File: src/core_pkg.sv
package core_pkg;

	// sequencer phases, in run order
	typedef enum logic [2:0] {
		s_init,
		s_load,    // start beatmap load
		s_w_load,
		s_scan,    // start section scan
		s_w_scan,
		s_play
	} phase_t;

	// beatmap BRAM geometry
	localparam int BEAT_ADDR_W = 13;
	localparam int BEAT_BYTES  = 3;
	localparam int SD_DATA_W   = 8; // one SD byte, also one audio sample
	localparam int BEAT_DATA_W = BEAT_BYTES * SD_DATA_W;

	// difficulty sections in one beatmap
	localparam int SECTION_COUNT = 4;

	typedef logic [BEAT_ADDR_W-1:0] beat_addr_t;
	typedef logic [BEAT_DATA_W-1:0] beat_word_t;

	// one entry per section, used for base and size tables
	typedef beat_addr_t [SECTION_COUNT-1:0] section_addr_t;

endpackage

File: src/sd_stream_if.sv
`timescale 1ns/1ps

interface sd_stream_if import core_pkg::*; ();

	logic [7:0]           init_index;        // file selector sent with restart
	logic                 restart;
	logic                 request_data;      // one byte per pulse
	logic [SD_DATA_W-1:0] data;
	logic                 data_ready;
	logic                 transmit_finished; // no more bytes

	modport loader (
		output init_index, restart, request_data,
		input  data, data_ready, transmit_finished
	);

	modport top (
		input  init_index, restart, request_data,
		output data, data_ready, transmit_finished
	);

endinterface

File: src/audio_sampler.sv
`timescale 1ns/1ps

module audio_sampler import core_pkg::*; #(
	parameter int AUDIO_PERIOD = 2267
) (
	input  logic                 CLK,
	input  logic                 RESET_L,
	input  logic                 play,
	input  logic [SD_DATA_W-1:0] song_data,
	input  logic                 song_data_ready,
	output logic                 song_request_data,
	output logic [SD_DATA_W-1:0] audio_out,
	output logic                 audio_en
);

	localparam int CNT_W = (AUDIO_PERIOD > 1) ? $clog2(AUDIO_PERIOD) : 1;
	localparam logic [CNT_W-1:0] CNT_LAST = CNT_W'(AUDIO_PERIOD - 1);

	logic [CNT_W-1:0] period_cnt;

	always_ff @(posedge CLK) begin
		if (!RESET_L) begin
			period_cnt        <= '0;
			song_request_data <= 1'b0;
			audio_out         <= '0;
		end else begin
			if (play) begin
				if (period_cnt == CNT_LAST)
					period_cnt <= '0;
				else
					period_cnt <= period_cnt + 1'b1;
			end
			song_request_data <= play && period_cnt == CNT_LAST; // one per period
			if (song_data_ready)
				audio_out <= song_data; // hold last sample
		end
	end

	assign audio_en = play;

endmodule

File: src/base_addr_scanner.sv
`timescale 1ns/1ps

module base_addr_scanner import core_pkg::*; (
	input  logic          CLK,
	input  logic          RESET_L,
	input  logic          scan_start,
	input  beat_word_t    rd_data,
	output beat_addr_t    rd_addr,
	output logic          rd_en,
	output section_addr_t section_base,
	output section_addr_t section_size,
	output logic          scan_done
);

	localparam int SEC_W = $clog2(SECTION_COUNT);
	localparam logic [SEC_W-1:0] LAST_SEC = SEC_W'(SECTION_COUNT - 1);

	logic             running;
	logic [SEC_W-1:0] sec;      // section being read
	logic [1:0]       pat;      // cycle within the round
	beat_addr_t       hdr_addr;

	// header sits right after the previous section's body
	always_comb begin
		if (sec == '0)
			hdr_addr = '0;
		else
			hdr_addr = section_base[sec - 1'b1] + section_size[sec - 1'b1];
	end

	always_ff @(posedge CLK) begin
		if (!RESET_L) begin
			running      <= 1'b0;
			sec          <= '0;
			pat          <= '0;
			rd_addr      <= '0;
			rd_en        <= 1'b0;
			section_base <= '0;
			section_size <= '0;
			scan_done    <= 1'b0;
		end else begin
			scan_done <= running && pat == 2'd3 && sec == LAST_SEC;
			if (!running) begin
				if (scan_start) begin
					running <= 1'b1;
					sec     <= '0;
					pat     <= '0;
				end
			end else begin
				if (pat == 2'd0) begin
					rd_addr <= hdr_addr;
					rd_en   <= 1'b1;
				end else if (pat == 2'd3) begin
					// read data settled two cycles ago, safe to take
					section_size[sec] <= rd_data[BEAT_ADDR_W-1:0];
					section_base[sec] <= hdr_addr + 1'b1;
					rd_en             <= 1'b0;
					if (sec == LAST_SEC)
						running <= 1'b0;
					else
						sec <= sec + 1'b1;
				end
				pat <= pat + 1'b1;
			end
		end
	end

	// a new scan must find port B idle and no scan in flight
	a_start_when_idle: assert property (
		@(posedge CLK) disable iff (!RESET_L)
		scan_start |-> !running && !rd_en
	) else $error("scan_start while a scan is still running");

endmodule

File: src/beatmap_loader.sv
`timescale 1ns/1ps

module beatmap_loader import core_pkg::*; (
	input  logic             CLK,
	input  logic             RESET_L,
	input  logic [7:0]       song_selection,
	input  logic             load_start,
	sd_stream_if.loader      sd,
	output beat_addr_t       wr_addr,
	output beat_word_t       wr_data,
	output logic             wr_en,
	output logic             load_done
);

	localparam int CNT_W = $clog2(BEAT_BYTES);
	localparam logic [CNT_W-1:0] LAST_BYTE = CNT_W'(BEAT_BYTES - 1);

	typedef enum logic [1:0] {
		l_idle,
		l_req,  // issue one byte request
		l_wait  // request outstanding
	} ld_state_t;

	ld_state_t        state;
	logic [CNT_W-1:0] byte_cnt;
	beat_word_t       shift_q;

	always_ff @(posedge CLK) begin
		if (!RESET_L) begin
			state           <= l_idle;
			byte_cnt        <= '0;
			wr_addr         <= '0;
			wr_en           <= 1'b0;
			load_done       <= 1'b0;
			sd.restart      <= 1'b0;
			sd.request_data <= 1'b0;
			sd.init_index   <= '0;
		end else begin
			sd.restart      <= 1'b0;
			sd.request_data <= 1'b0;
			wr_en           <= 1'b0;
			load_done       <= 1'b0;
			if (wr_en)
				wr_addr <= wr_addr + 1'b1; // advance after each word
			case (state)
				l_idle: begin
					if (load_start) begin
						sd.restart    <= 1'b1;
						sd.init_index <= song_selection;
						byte_cnt      <= '0;
						wr_addr       <= '0;
						state         <= l_req;
					end
				end
				l_req: begin
					sd.request_data <= 1'b1;
					state           <= l_wait;
				end
				l_wait: begin
					if (sd.data_ready) begin
						if (byte_cnt == LAST_BYTE) begin
							byte_cnt <= '0;
							wr_en    <= 1'b1; // shift_q holds the full word now
						end else begin
							byte_cnt <= byte_cnt + 1'b1;
						end
						state <= l_req;
					end else if (sd.transmit_finished) begin
						load_done <= 1'b1;
						state     <= l_idle;
					end
				end
				default: state <= l_idle;
			endcase
		end
	end

	// first byte ends up most significant
	always_ff @(posedge CLK) begin
		if (state == l_wait && sd.data_ready)
			shift_q <= {shift_q[BEAT_DATA_W-SD_DATA_W-1:0], sd.data};
	end

	assign wr_data = shift_q;

	// the stream answers each request with exactly one byte
	a_no_stray_byte: assert property (
		@(posedge CLK) disable iff (!RESET_L)
		sd.data_ready |-> state == l_wait
	) else $error("data_ready without pending request");

endmodule

File: src/phase_fsm.sv
`timescale 1ns/1ps

module phase_fsm import core_pkg::*; (
	input  logic   CLK,
	input  logic   RESET_L,
	input  logic   load_done,
	input  logic   scan_done,
	output logic   load_start,
	output logic   scan_start,
	output logic   play,
	output phase_t phase
);

	phase_t next_phase;

	always_ff @(posedge CLK) begin
		if (!RESET_L) begin
			phase <= s_init;
		end else begin
			phase <= next_phase;
		end
	end

	always_comb begin
		case (phase)
			s_init:   next_phase = s_load;
			s_load:   next_phase = s_w_load;
			s_w_load: next_phase = load_done ? s_scan : s_w_load;
			s_scan:   next_phase = s_w_scan;
			s_w_scan: next_phase = scan_done ? s_play : s_w_scan;
			s_play:   next_phase = s_play; // stays until reset
			default:  next_phase = s_init;
		endcase
	end

	// start states last one cycle, so these are single pulses
	assign load_start = (phase == s_load);
	assign scan_start = (phase == s_scan);
	assign play       = (phase == s_play);

	// done pulses from the data modules must match the waiting phase
	a_load_done_phase: assert property (
		@(posedge CLK) disable iff (!RESET_L)
		load_done |-> phase == s_w_load
	) else $error("load_done outside s_w_load");

	a_scan_done_phase: assert property (
		@(posedge CLK) disable iff (!RESET_L)
		scan_done |-> phase == s_w_scan
	) else $error("scan_done outside s_w_scan");

endmodule

File: src/song_core.sv
`timescale 1ns/1ps

module song_core import core_pkg::*; #(
	parameter int AUDIO_PERIOD = 2267
) (
	input  logic                 CLK,
	input  logic                 RESET_L,
	input  logic [7:0]           song_selection,
	input  logic [SD_DATA_W-1:0] pre_data,
	input  logic                 pre_data_ready,
	input  logic                 pre_transmit_finished,
	input  logic [SD_DATA_W-1:0] song_data,
	input  logic                 song_data_ready,
	input  beat_word_t           db_b_data_out,
	output logic [7:0]           pre_init_index,
	output logic                 pre_restart,
	output logic                 pre_request_data,
	output beat_addr_t           db_a_addr,
	output beat_word_t           db_a_data_in,
	output logic                 db_a_en_w,
	output beat_addr_t           db_b_addr,
	output logic                 db_b_en,
	output section_addr_t        section_base,
	output section_addr_t        section_size,
	output logic                 song_request_data,
	output logic [SD_DATA_W-1:0] audio_out,
	output logic                 audio_en,
	output phase_t               phase
);

	logic load_start, load_done;
	logic scan_start, scan_done;
	logic play;

	sd_stream_if sd ();

	// SD byte stream to and from the pins
	assign sd.data              = pre_data;
	assign sd.data_ready        = pre_data_ready;
	assign sd.transmit_finished = pre_transmit_finished;
	assign pre_init_index       = sd.init_index;
	assign pre_restart          = sd.restart;
	assign pre_request_data     = sd.request_data;

	phase_fsm i_phase_fsm (
		.CLK        (CLK),
		.RESET_L    (RESET_L),
		.load_done  (load_done),
		.scan_done  (scan_done),
		.load_start (load_start),
		.scan_start (scan_start),
		.play       (play),
		.phase      (phase)
	);

	// port A only, written during load
	beatmap_loader i_beatmap_loader (
		.CLK            (CLK),
		.RESET_L        (RESET_L),
		.song_selection (song_selection),
		.load_start     (load_start),
		.sd             (sd.loader),
		.wr_addr        (db_a_addr),
		.wr_data        (db_a_data_in),
		.wr_en          (db_a_en_w),
		.load_done      (load_done)
	);

	// port B only, read during scan
	base_addr_scanner i_base_addr_scanner (
		.CLK          (CLK),
		.RESET_L      (RESET_L),
		.scan_start   (scan_start),
		.rd_data      (db_b_data_out),
		.rd_addr      (db_b_addr),
		.rd_en        (db_b_en),
		.section_base (section_base),
		.section_size (section_size),
		.scan_done    (scan_done)
	);

	audio_sampler #(
		.AUDIO_PERIOD (AUDIO_PERIOD)
	) i_audio_sampler (
		.CLK               (CLK),
		.RESET_L           (RESET_L),
		.play              (play),
		.song_data         (song_data),
		.song_data_ready   (song_data_ready),
		.song_request_data (song_request_data),
		.audio_out         (audio_out),
		.audio_en          (audio_en)
	);

endmodule

File: config.mk
export PLATFORM = sky130hd
export DESIGN_NAME = song_core
export DESIGN_NICKNAME = d
export VERILOG_FILES = /design/src/core_pkg.sv /design/src/sd_stream_if.sv /design/src/audio_sampler.sv /design/src/base_addr_scanner.sv /design/src/beatmap_loader.sv /design/src/phase_fsm.sv /design/src/song_core.sv
export SDC_FILE = /design/constraint.sdc
export NUM_CORES = 1
export LEC_CHECK = 0
export CELL_PAD_IN_SITES_DETAIL_PLACEMENT = 1
export CELL_PAD_IN_SITES_GLOBAL_PLACEMENT = 1
export CORE_ASPECT_RATIO = 0.7
export CORE_MARGIN = 3
export CORE_UTILIZATION = 51
export DETAILED_ROUTE_END_ITERATION = 10
export DONT_BUFFER_PORTS = 1
export PLACE_DENSITY_LB_ADDON = 0.1
export SLEW_MARGIN = 5
export SYNTH_ARGS = -nofsm -noshare
export SYNTH_HDL_FRONTEND = slang
export SYNTH_HIERARCHICAL = 1
export SYNTH_SLANG_ARGS = --single-unit
File: constraint.sdc
create_clock -name CLK -period 13.1 [get_ports CLK]
set_clock_uncertainty 0.2 [all_clocks]
set_input_delay 0.655 -clock CLK [delete_from_list [all_inputs] [get_ports CLK]]
set_output_delay 0.655 -clock CLK [all_outputs]
set_load 0.05 [all_outputs]
Word level (Yosys, flattened, before mapping)

Cells that the tools add are included.

$add $sub $neg: 8
Magnitude comparators: 3
Equal/unequal tests: 17
Muxes and demuxes: 41
Bitwise logic cells: 3
Reductions and logical operators: 22

Operators with widths:

| operator                                                                     | number |
|---|---|
| 52-bit bitwise mux                                                           | 2 |
| 13-bit 2-to-1 mux                                                            | 7 |
| 13-bit binary-select mux with 2-bit select                                   | 2 |
| 13-bit by 1-bit adder with 13-bit output, second input constant              | 2 |
| 13-bit demux with 2-bit select                                               | 1 |
| 2-bit 2-to-1 mux                                                             | 12 |
| 3-bit case mux with 6 select lines                                           | 1 |
| 13-bit adder                                                                 | 1 |
| 1-bit 2-to-1 mux                                                             | 13 |
| 12-bit by 1-bit adder with 12-bit output, second input constant              | 1 |
| 12-bit equality test, second input constant                                  | 1 |
| 12-bit 2-to-1 mux                                                            | 1 |
| 2-bit AND reduction                                                          | 5 |
| 3-bit AND reduction                                                          | 3 |
| 2-bit equality test, second input constant                                   | 4 |
| 2-bit inequality test, second input constant                                 | 4 |
| 2-bit by 1-bit adder with 2-bit output, second input constant                | 3 |
| 3-bit by 2-bit equality test with 1-bit output, second input constant        | 2 |
| 3-bit equality test, second input constant                                   | 2 |
| 2-bit zero test                                                              | 3 |
| 2-bit by 3-bit less-than comparator with 1-bit output, second input constant | 2 |
| 2-bit case mux with 3 select lines                                           | 1 |
| 2-bit nonzero test                                                           | 3 |
| 1-bit logical AND                                                            | 5 |
| other kinds (11)                                                             | 13 |

Flip-flop bits (word level): 201
Output and inout port bits: 179

Longest topological paths before layout

Gate-level depths: netlist of the first run.

Depth after elaboration: 7
Gate-level depth with buffers: 17

Modules after synthesis

Netlist of the first run, hierarchy kept.

Modules (own cells, without submodules):

| module            | instances | cells an instance | area each (um^2) | seq. area each (um^2) |
|---|---|---|---|---|
| base_addr_scanner | 1         | 674               | 5977.0           | 2482.4 |
| beatmap_loader    | 1         | 141               | 1860.5           | 1301.2 |
| audio_sampler     | 1         | 92                | 910.9            | 420.4 |
| phase_fsm         | 1         | 16                | 148.9            | 60.1 |

Worst setup path before layout of the first run

No wires, ideal clock.

Kind: register -> register
Start point: register i_base_addr_scanner.sec[0]
End point: register i_base_addr_scanner/section_base[23] (netlist name)
Arrival: 5.131 ns
Data required time: 12.827 ns
Path slack: 7.696 ns
Stages on the path, launching flop included: 16
Path buffers: 4
Period minus slack after synthesis: 5.404 ns
Cell sequence: dfxtp_1 > clkbuf_1 > buf_1 > inv_1 > ha_1 > clkbuf_1 > clkbuf_1 > mux4_2 > fa_1 > nor2b_1 > ha_1 > nor4b_2 > nand4_1 > or4_4 > or4_4 > o211ai_2

Word-level cells in the longest chain between the ends: 7
Elaborated cells between the ends (all ways): 15
Classes of those cells: 3 x add/sub; 2 x order compare; 8 x mux; 2 x reduce/logical

Ends and longest elaborated chain:

| what                                         | line                    | text |
|---|---|---|
| start: declaration                           | base_addr_scanner.sv:19 | `logic [SEC_W-1:0] sec;` |
| start signal: assignment                     | base_addr_scanner.sv:61 | `sec <= sec + 1'b1;` |
| 2-bit by 1-bit subtractor with 2-bit output  | base_addr_scanner.sv:28 | `hdr_addr = section_base[sec - 1'b1] + section_size[sec - 1'b1];` |
| 13-bit binary-select mux with 2-bit select   | base_addr_scanner.sv:28 |  |
| 13-bit 2-to-1 mux (not written as such)      | base_addr_scanner.sv:28 |  |
| 13-bit adder                                 | base_addr_scanner.sv:28 |  |
| 13-bit 2-to-1 mux (*)                        | base_addr_scanner.sv:25 | `if (sec == '0)` |
| net i_base_addr_scanner.hdr_addr[1]          | base_addr_scanner.sv:21 | `beat_addr_t hdr_addr;` |
| 13-bit by 1-bit adder with 13-bit output (*) | base_addr_scanner.sv:56 | `section_base[sec] <= hdr_addr + 1'b1;` |
| 52-bit bitwise mux (*)                       | base_addr_scanner.sv:56 |  |
| end signal: indexed assignment               | base_addr_scanner.sv:56 |  |
| end: declaration                             | base_addr_scanner.sv:10 | `output section_addr_t section_base,` |

The timed path passes the listed nets; every way through them passes the cells marked *. The select of a mux whose other input is x is not followed.
A chain may end at the register's enable or synchronous reset.

Final worst setup path of the first run

Start point: register i_base_addr_scanner.sec[0]
End point: register i_base_addr_scanner/section_base[36] (netlist name)

Word-level cells in the longest chain between the ends: 7
Elaborated cells between the ends (all ways): 15
Classes of those cells: 3 x add/sub; 2 x order compare; 8 x mux; 2 x reduce/logical

Ends and longest elaborated chain:

| what                                        | line |
|---|---|
| 2-bit by 1-bit subtractor with 2-bit output | base_addr_scanner.sv:28 |
| 13-bit binary-select mux with 2-bit select  | base_addr_scanner.sv:28 |
| 13-bit 2-to-1 mux (not written as such)     | base_addr_scanner.sv:28 |
| 13-bit adder                                | base_addr_scanner.sv:28 |
| 13-bit 2-to-1 mux                           | base_addr_scanner.sv:25 |
| 13-bit by 1-bit adder with 13-bit output    | base_addr_scanner.sv:56 |
| 52-bit bitwise mux (*)                      | base_addr_scanner.sv:56 |

Mark *: on every way between the ends. The rest lies on a longest branch, timed or not. The select of a mux whose other input is x is not followed.

==> out/results.ini, run 1 <==
[outcome]
status = finished, final reports clean

[yosys]
syn-num-nets = 999
synthArstFlopShare_pct = 0
synth_seq_cells = 201
synth_edf_count = 24
syn-instance-count = 923
synth_area_um2 = 8900
avgSynthCellArea_um2 = 9.64
yosysWarnings = 6
ys_seq_area_share_pct = 47.9
synth_cell_type_count = 73
ys.flop_type = dfxtp_1

[timing]
hold_viol_final = 0
tightest_slew_ps = 1170
fin_setup_tns_ps = 0
fin_ws_ps = 7800
fin_crit_ps = 5300
max_freq_mhz = 189
grt_setup_unrepaired = false
max_slew_margin_pct = 21.8
slew_violations = 0
setup_viol = 0
finalCritPeriodShare_pct = 40.5

[placed_design]
dp_hpwl_um = 18700
placed_cells = 1102
port-buffer-count = 0
dpl_cell_area_um2 = 9030
finalWeightedCongestion = 0.889
place_ws_ps = 7910

[clock_tree]
cts_hold_buffers = 0
clockBufferDepth = 3
post-cts-setup-buffers = 0
htreeDepth = 1
numCtsBuffers = 20
cts_resized = 0
insertion_delay_ps = 500
cts_tree = yes
root_buffer = clkbuf_16
cts.clk_slew.worst_paths_ps = 60
clkSinkCount = 201

[cells_and_area]
design_area_um2 = 9710
drive_gt1_share_pct = 11.0
stdcell_count = 1139
layout_commonest_cell = dfxtp_1
layout_common_cells = dfxtp_1, nand2_1, a21oi_1
area_growth_pct = 9.18
fin_nets = 975
num-fill-cells = 1843

[drt]
via_count = 7181
drt_iter0_markers = 627
post-route-drc-count = 0
vias_per_cell = 6.30
drt_wl_total_um = 26900
drtPass1Iterations = 5
antenna_left = 0
wire_per_inst_um = 23.6

[critical_path]
r2r_slack_ps = 7800
crit_fanout = 29
cp.required_ps = 13300
end_kind = flop
crit_type = reg2reg
ff2ff_path_depth = 13
critPathLaunchType = flop
r2r_start = i_base_addr_scanner/sec[0]
arrival_ps = 5500
critical_path.startpoint = i_base_addr_scanner/sec[0]
r2r_end = i_base_addr_scanner/section_base[36]

[global_routing]
overflow = 0
grt_pass1_vias = 7485
grt_max_degree = 75
grt_usage_pct = 27.9
antenna_found_initial = 1
grt_first_pass_wirelength_um = 42400

[worst_hold_path]
min_to = i_beatmap_loader/load_done
min_path_cells = 1
min_path_type = in2reg
min_from = pre_data_ready

[floorplanning]
row_count = 39
die_w_um = 164
core_um2 = 16700
die_area_um2 = 19100
ios = 232
start_util_pct = 53.3
die_h_um = 117

[power_and_ir_drop]
p_leak_nw = 3.37
vdd_drop_max_v = 0.000108
powerDensity_nw_per_um2 = 144

[run]
maxCapViolations = 0

cells by family (layout without fill, tap and decap cells):
group                    count (synthesis)  count (layout)  share of synthesized area [%]
flip-flops                             201             201                           47.9
buffers and inverters                   74              64                           3.35
other                                    0               1                              0
adder cells (fa/ha/maj)                 23              23                           3.32
AND/OR/NAND/NOR                        351             351                           20.0
multiplexers                            38              38                           7.79
AO/OA/AOI/OAI                          212             212                           15.3
XOR/XNOR                                24              24                           2.36
synth_stat cells, drive strengths merged, types with 3 or more instances:
library cell  count  area share, %
and3             12           0.84
nand2b            6           0.42
or4              11            1.1
a21oi            92            5.2
a2111oi           3           0.37
nor3b             6           0.51
o21ai            33            1.9
nor4b             3           0.37
a211oi           21            1.8
nand3            17            1.0
nor2             65            2.7
inv              16           0.68
o31ai             8           0.68
a22o             24            2.4
a21o              3           0.25
or2               8           0.56
mux4             25            6.3
dfxtp           177             40
a41oi             3           0.30
edfxtp           24            8.1
nor4              7           0.56
nand4            16            1.6
mux2i            13            1.5
ha               22            3.1
o211ai            5           0.48
nand4b            4           0.39
and2             10           0.70
xor2             10           0.98
o21bai            3           0.25
nand2           146            6.2
clkbuf           43            1.8
buf              14           0.82
nor3              9           0.51
xnor2            14            1.4
nor2b            12           0.84
or3              10           0.70
report_power, final:
part / internal [mW] / switching, mW
combinational: 0.0265 / 0.0474
sequential: 0.647 / 0.0884
clock: 0.344 / 0.242
registers in the layout, indices dropped and copies added, names as in the netlist, 3 cells and up:
| name | flops |
|---|---|
| i_base_addr_scanner/rd_addr | 13 |
| i_beatmap_loader/wr_data | 24 |
| i_beatmap_loader/wr_addr | 13 |
| i_phase_fsm/phase | 3 |
| i_base_addr_scanner/section_base | 52 |
| i_audio_sampler/period_cnt | 12 |
| i_base_addr_scanner/section_size | 52 |
| i_beatmap_loader/sd.init_index | 8 |
| i_audio_sampler/audio_out | 8 |
worst max-delay path, stage by stage, from the launching register on:
cell      delay [ps]
dfxtp_2          310
buf_4            490
inv_1            170
ha_1             550
buf_4            410
mux4_2           400
ha_1             370
a211oi_1         500
nor2_1           160
nor3_1           290
nand4_1          210
nor4_1           740
a211oi_1         180
a211oi_1         210
how the worst max path moves through the flow:
stage	endpoint	slack [ps]
final	i_base_addr_scanner/section_base[36]	7800
after global routing	i_base_addr_scanner/section_base[24]	7480
after CTS	i_base_addr_scanner/section_base[23]	7870
after detailed placement	i_base_addr_scanner/section_base[23]	7910
after global placement	i_base_addr_scanner/section_base[23]	7980
after floorplan	i_base_addr_scanner/section_base[23]	7700
routing by layer:
| layer | vias up | global-route usage (%) | wire, um |
|---|---|---|---|
| li1 | 3277 | - | - |
| met4 | 0 | 6.87 | 487 |
| met2 | 254 | 46.5 | 12600 |
| met3 | 35 | 7.41 | 2270 |
| met1 | 3615 | 36.7 | 11600 |
| met5 | - | 0 | 0 |
layout make-up:
cell class	count	area, um^2	area share [%]
clock buffers	23	553	5.69
multi-input cells	648	4340	44.7
clock inverters	13	124	1.28
flip-flops and latches	201	4270	43.9
repair buffers	11	82.6	0.850
well taps	225	282	2.90
inverters	17	63.8	0.657
diodes	1	2.50	0.0258
stage by stage:
| step | power (mW) | hold slack, ps | utilization (%) |
|---|---|---|---|
| finish | 1.40 | 44.3 | 58.2 |
| CTS | 1.41 | 31.5 | 58.2 |
| global placement | 0.813 | 266 | 54.1 |
| global route | 1.44 | 37.7 | 58.2 |
| detailed placement | 0.822 | 290 | 54.1 |
| floorplan | 0.800 | 252 | - |
Power figures use the tool's default switching activity.
==> inputs of run 2 (changes only) <==
--- a/config.mk
+++ b/config.mk
@@ -9,7 +9,7 @@
 export CELL_PAD_IN_SITES_GLOBAL_PLACEMENT = 1
 export CORE_ASPECT_RATIO = 0.7
 export CORE_MARGIN = 3
-export CORE_UTILIZATION = 51
+export CORE_UTILIZATION = 48
 export DETAILED_ROUTE_END_ITERATION = 10
 export DONT_BUFFER_PORTS = 1
 export PLACE_DENSITY_LB_ADDON = 0.1
==> constraint.sdc (replaced) <==
create_clock -name CLK -period 4.9 [get_ports CLK]
set_clock_uncertainty 0.2 [all_clocks]
set_input_delay 0.245 -clock CLK [delete_from_list [all_inputs] [get_ports CLK]]
set_output_delay 0.245 -clock CLK [all_outputs]
set_load 0.05 [all_outputs]
==> run 2 against run 1 <==
Effect of this change: sequential power rose to 2.7 times the previous value; clock power rose to 2.7 times the previous value; worst setup slack got worse by 7600 ps; cell count increased by 5.4%; largest power group unchanged.
==> out/results.ini, run 2 (same netlist as run 1, synthesis figures left out) <==
[clock_tree]
insertion_delay_ps = 500  ; about the same
clkSinkCount = 201  ; unchanged
htreeDepth = 1  ; unchanged
cts.clk_slew.worst_paths_ps = 60  ; about the same
numCtsBuffers = 20  ; unchanged
cts_tree = yes
clockBufferDepth = 3  ; unchanged
root_buffer = clkbuf_16

[timing]
fin_crit_ps = 4710  ; -588 ps
tightest_slew_ps = 1380  ; +206 ps
finalCritPeriodShare_pct = 96.2  ; +56 points
max_slew_margin_pct = 8.14  ; -14 points
setup_viol = 0  ; unchanged
slew_violations = 0  ; unchanged
hold_viol_final = 0  ; unchanged
fin_ws_ps = 186  ; -7610 ps
fin_setup_tns_ps = 0  ; unchanged
max_freq_mhz = 212  ; +12%
grt_setup_unrepaired = false

[global_routing]
overflow = 0  ; unchanged
grt_pass1_vias = 8050  ; +7.5%
grt_first_pass_wirelength_um = 45700  ; +7.9%
grt_usage_pct = 27.8  ; -0.080 points
grt_max_degree = 75  ; unchanged
antenna_found_initial = 0  ; -1

[drt]
via_count = 7488  ; +4.3%
vias_per_cell = 6.23  ; -1.1%
post-route-drc-count = 0  ; unchanged
drt_iter0_markers = 592  ; -5.6%
drt_wl_total_um = 28800  ; +7.3%
antenna_left = 0  ; unchanged
drtPass1Iterations = 5  ; unchanged
wire_per_inst_um = 24.0  ; +1.8%

[worst_hold_path]
min_path_type = in2reg

[cells_and_area]
n_antenna_cell = 0  ; -1
area_growth_pct = 15.8
layout_commonest_cell = dfxtp_1
layout_common_cells = dfxtp_1, nand2_1, a21oi_1
stdcell_count = 1201  ; +5.4%
design_area_um2 = 10300  ; +6.1%
fin_nets = 1032  ; +5.8%
drive_gt1_share_pct = 10.5  ; -0.44 points

[power_and_ir_drop]
p_leak_nw = 3.63  ; +7.6%
powerDensity_nw_per_um2 = 371  ; +160%
vdd_drop_max_v = 0.000416  ; +280%
p_total_mw = 3.82  ; +170%

[floorplanning]
start_util_pct = 50.4  ; -3.0 points
die_h_um = 120  ; +2.9%
row_count = 40  ; +2.6%
ios = 232  ; unchanged
core_um2 = 17700  ; +5.9%
die_area_um2 = 20200  ; +6.0%
die_w_um = 169  ; +3.0%

[placed_design]
place_ws_ps = 331  ; -7580 ps
dpl_cell_area_um2 = 9080  ; +0.53%
port-buffer-count = 0  ; unchanged
finalWeightedCongestion = 0.895  ; +0.65%
placed_cells = 1113  ; +1.0%
dp_hpwl_um = 19300  ; +3.5%

[critical_path]
crit_type = reg2reg
arrival_ps = 4930  ; -570 ps
crit_fanout = 21  ; -28%
cp_cell_sequence = inv_1, ha_1, buf_4, mux4_2, ha_1, a211oi_1, nor2_1, nor3_1, nand4_1, or4_4, or4_4, o211ai_2
critPathLaunchType = flop
end_kind = flop
critical_path.max_stage_delay_ps = 510  ; -230 ps
crit_path_top_delay_cell = or4_4
cp.required_ps = 5120  ; -8180 ps

[outcome]
status = finished, final reports clean

[run]
maxCapViolations = 0  ; unchanged

run 2: metal layers:
| layer | vias up | part of all wire, % | GRT usage (%) |
|---|---|---|---|
| met5 | - | 0 | 0 |
| met4 | 0 | 2.2 | 7.20 |
| met3 | 44 | 8.0 | 7.05 |
| met2 | 263 | 47 | 45.8 |
| met1 | 3780 | 43 | 36.7 |
| li1 | 3401 | - | - |
run 2: power by group:
group | switching, mW | internal (mW)
sequential | 0.239 | 1.73
clock | 0.644 | 0.960
combinational | 0.147 | 0.103
run 2: metrics by stage:
stage          util (%)  hold slack (ps)
2_1_floorplan         -              121
3_3_place_gp       51.4              143
3_5_place_dp       51.4              135
4_1_cts            58.3             17.9
5_1_grt            58.3             70.7
6_report           58.3             73.5
run 2: area by class of cell:
cell class                      instances  area (um^2)
Inverter                               17         63.8
Timing Repair Buffer                   68          651
Sequential cell                       201         4270
Fill cell                            1933         7360
Clock inverter                          9          123
Clock buffer                           27          558
Tap cell                              231          289
Multi-Input combinational cell        648         4350
run 2: what timing repair did:
item                                   in CTS  in global routing
hold buffers                               52                  0
endpoints found under the hold margin     136                  0
gates resized for setup                     0                  1
setup buffers                               0                  0
setup endpoints to repair                   0                  6
run 2: worst max-delay path, delay by kind of cell, from the launching register on:
| kind | cells | cell delay, ps |
|---|---|---|
| and+or+nand+nor | 5 | 1720 |
| adders and majority gates | 2 | 840 |
| DFF | 1 | 390 |
| buffers and inverters | 2 | 510 |
| muxes | 1 | 400 |
| AOI/OAI and AO/OA | 2 | 550 |
run 2: path summary, 6_finish.rpt:
kind         cells after the start                  startpoint  slack, ps                                    to
min reg2reg                      2  i_beatmap_loader/load_done        300                  i_phase_fsm/phase[0]
max reg2reg                     12  i_base_addr_scanner/sec[1]        190  i_base_addr_scanner/section_base[23]
max                             12  i_base_addr_scanner/sec[1]        190  i_base_addr_scanner/section_base[23]
min                              2                     RESET_L         70     i_beatmap_loader/sd.init_index[4]
==> inputs of run 3 (changes only) <==
--- a/config.mk
+++ b/config.mk
@@ -10,6 +10,7 @@
 export CORE_ASPECT_RATIO = 0.7
 export CORE_MARGIN = 3
 export CORE_UTILIZATION = 48
+export CTS_CLUSTER_SIZE = 28
 export DETAILED_ROUTE_END_ITERATION = 10
 export DONT_BUFFER_PORTS = 1
 export PLACE_DENSITY_LB_ADDON = 0.1
==> constraint.sdc (replaced) <==
create_clock -name CLK -period 4.8 [get_ports CLK]
set_clock_uncertainty 0.2 [all_clocks]
set_input_delay 0.24 -clock CLK [delete_from_list [all_inputs] [get_ports CLK]]
set_output_delay 0.24 -clock CLK [all_outputs]
set_load 0.05 [all_outputs]
==> run 3 against run 2 <==
Effect of this change: critical path depth stayed put; utilization is 0.45 points higher; routed wire length is 1.4% lower; first-iteration DRC count is 25% lower; cell count is 0.25% higher; register-to-register slack hardly changed; non-clock buffer count is 4 higher; flip-flop and latch count stayed put; worst hold slack worse by 20 ps; die area stayed put; critical path type unchanged; largest cell class unchanged; largest power group unchanged.
==> out/results.ini, run 3 (same netlist as run 1, synthesis figures left out) <==
[clock_tree]
clkSinkCount = 201  ; unchanged
clockBufferDepth = 3  ; unchanged
insertion_delay_ps = 490  ; about the same
cts.clk_slew.worst_paths_ps = 70  ; about the same
numCtsBuffers = 20  ; unchanged
post-cts-setup-buffers = 0  ; unchanged
root_buffer = clkbuf_16
htreeDepth = 1  ; unchanged
cts_tree = yes

[cells_and_area]
stdcell_count = 1204  ; +0.25%
area_growth_pct = 16.7
drive_gt1_share_pct = 11.1  ; +0.58 points
n_antenna_cell = 0  ; unchanged
layout_commonest_cell = dfxtp_1
layout_common_cells = dfxtp_1, nand2_1, a21oi_1
fin_nets = 1036  ; +0.39%

[power_and_ir_drop]
comb_power_share_pct = 6.4  ; -0.2 points
power.internal_mw = 2.94  ; +5.1%
vdd_drop_max_v = 0.000420  ; +0.85%
p_leak_nw = 3.66  ; +0.91%
powerDensity_nw_per_um2 = 383  ; +3.3%
seqPwrFrac_pct = 50.4  ; -1.1 points
p_switching_mw = 1.04  ; +1.3%
swShare_pct = 26.2  ; -0.72 points
pwr-share-clk_pct = 43.2  ; +1.2 points

[timing]
grt_setup_unrepaired = false
hold_viol_final = 0  ; unchanged
setup_viol = 0  ; unchanged
tightest_slew_ps = 1090  ; -284 ps
fin_setup_tns_ps = 0  ; unchanged
max_slew_margin_pct = 27.2  ; +19 points
slew_violations = 0  ; unchanged
finalCritPeriodShare_pct = 95.8  ; -0.38 points
max_freq_mhz = 217  ; +2.5%
fin_crit_ps = 4600  ; -115 ps

[critical_path]
end_kind = flop
r2r_start = i_base_addr_scanner/sec[1]
r2r_end = i_base_addr_scanner/section_base[23]
r2r_slack_ps = 200  ; about the same
crit_type = reg2reg
ff2ff_path_depth = 12  ; unchanged
crit_fanout = 19  ; -9.5%
cp.required_ps = 5020  ; -100 ps
critPathLaunchType = flop
arrival_ps = 4820  ; -110 ps

[drt]
vias_per_cell = 6.26  ; +0.38%
wire_per_inst_um = 23.6  ; -1.7%
post-route-drc-count = 0  ; unchanged
drt_iter0_markers = 445  ; -25%
drtPass1Iterations = 4  ; -1
antenna_left = 0  ; unchanged
via_count = 7535  ; +0.63%
drt_wl_total_um = 28400  ; -1.4%

[floorplanning]
die_area_um2 = 20200  ; unchanged
start_util_pct = 50.4  ; unchanged
ios = 232  ; unchanged
die_w_um = 169  ; unchanged
die_h_um = 120  ; unchanged
core_um2 = 17700  ; unchanged
row_count = 40  ; unchanged

[worst_hold_path]
min_from = RESET_L
min_path_type = in2reg
min_to = i_beatmap_loader/sd.init_index[1]
min_path_cells = 2  ; unchanged

[global_routing]
overflow = 0  ; unchanged
grt_max_degree = 76  ; +1.3%
antenna_found_initial = 0  ; unchanged
grt_usage_pct = 27.4  ; -0.44 points
grt_first_pass_wirelength_um = 44900  ; -1.7%
grt_pass1_vias = 7888  ; -2.0%

[placed_design]
finalWeightedCongestion = 0.886  ; -1.0%
placed_cells = 1118  ; +0.45%
port-buffer-count = 0  ; unchanged
dp_hpwl_um = 19100  ; -1.2%

[run]
maxCapViolations = 0  ; unchanged

[outcome]
status = finished, final reports clean

==> run 3: layer usage <==
metal / track usage [%] / routed length (um) / vias up
met2: 46.2 / 13700 / 288
li1: - / - / 3406
met5: 0 / 0 / -
met4: 4.75 / 410 / 0
met1: 35.9 / 12000 / 3800
met3: 7.41 / 2390 / 41
==> run 3: critical path, stage by stage, from the launching register on <==
cell and delay [ps]:
dfxtp_1 380, inv_1 90, ha_1 450, buf_4 380, mux4_2 370, ha_1 360
a211o_1 360, a311oi_2 340, o221a_2 290, nand4_1 200, or4_4 540, or4_4 500
o211ai_2 90
==> run 3: layout make-up <==
type	count	area, um^2
Fill cell	1918	7280
Clock buffer	23	533
Tap cell	231	289
Sequential cell	201	4270
Multi-Input combinational cell	648	4350
Clock inverter	12	188
Inverter	17	63.8
Timing Repair Buffer	72	691
==> run 3: how the worst max path moves through the flow <==
stage,start,to
after CTS,i_base_addr_scanner/sec[1],i_base_addr_scanner/section_base[23]
after floorplan,i_base_addr_scanner/sec[0],i_base_addr_scanner/section_base[23]
after detailed placement,i_base_addr_scanner/sec[1],i_base_addr_scanner/section_base[23]
after global routing,i_base_addr_scanner/sec[1],i_base_addr_scanner/section_base[23]
final,i_base_addr_scanner/sec[1],i_base_addr_scanner/section_base[23]
after global placement,i_base_addr_scanner/sec[1],i_base_addr_scanner/section_base[23]
==> run 3: repair_timing <==
item                                    4_1_cts  5_1_grt
hold buffers                                 51        0
resized for setup                             0        1
endpoints found under the hold margin       125        0
endpoints found under the setup margin        0        6
==> run 3: metrics by stage <==
step / cell area [um^2] / setup WS [ps] / util, % / hold WS, ps / total power, mW
after floorplan: 8900 / 60.0 / - / 116 / 2.18
after global placement: 9130 / 411 / 51.7 / 137 / 2.22
after detailed placement: 9130 / 302 / 51.7 / 132 / 2.24
after CTS: 10400 / 252 / 58.7 / 17.7 / 4.00
after global routing: 10400 / 4.52 / 58.8 / 28.3 / 4.12
final: 10400 / 200 / 58.8 / 53.9 / 3.98
==> run 3: power by group through the flow <==
| stage | sequential, mW | clock (mW) | combinational (mW) |
|---|---|---|---|
| after floorplan | 2.02 | 0 | 0.167 |
| after global placement | 2.04 | 0 | 0.182 |
| after detailed placement | 2.04 | 0 | 0.195 |
| after CTS | 2.01 | 1.74 | 0.248 |
| after global routing | 2.02 | 1.82 | 0.280 |
| final | 2.01 | 1.72 | 0.255 |
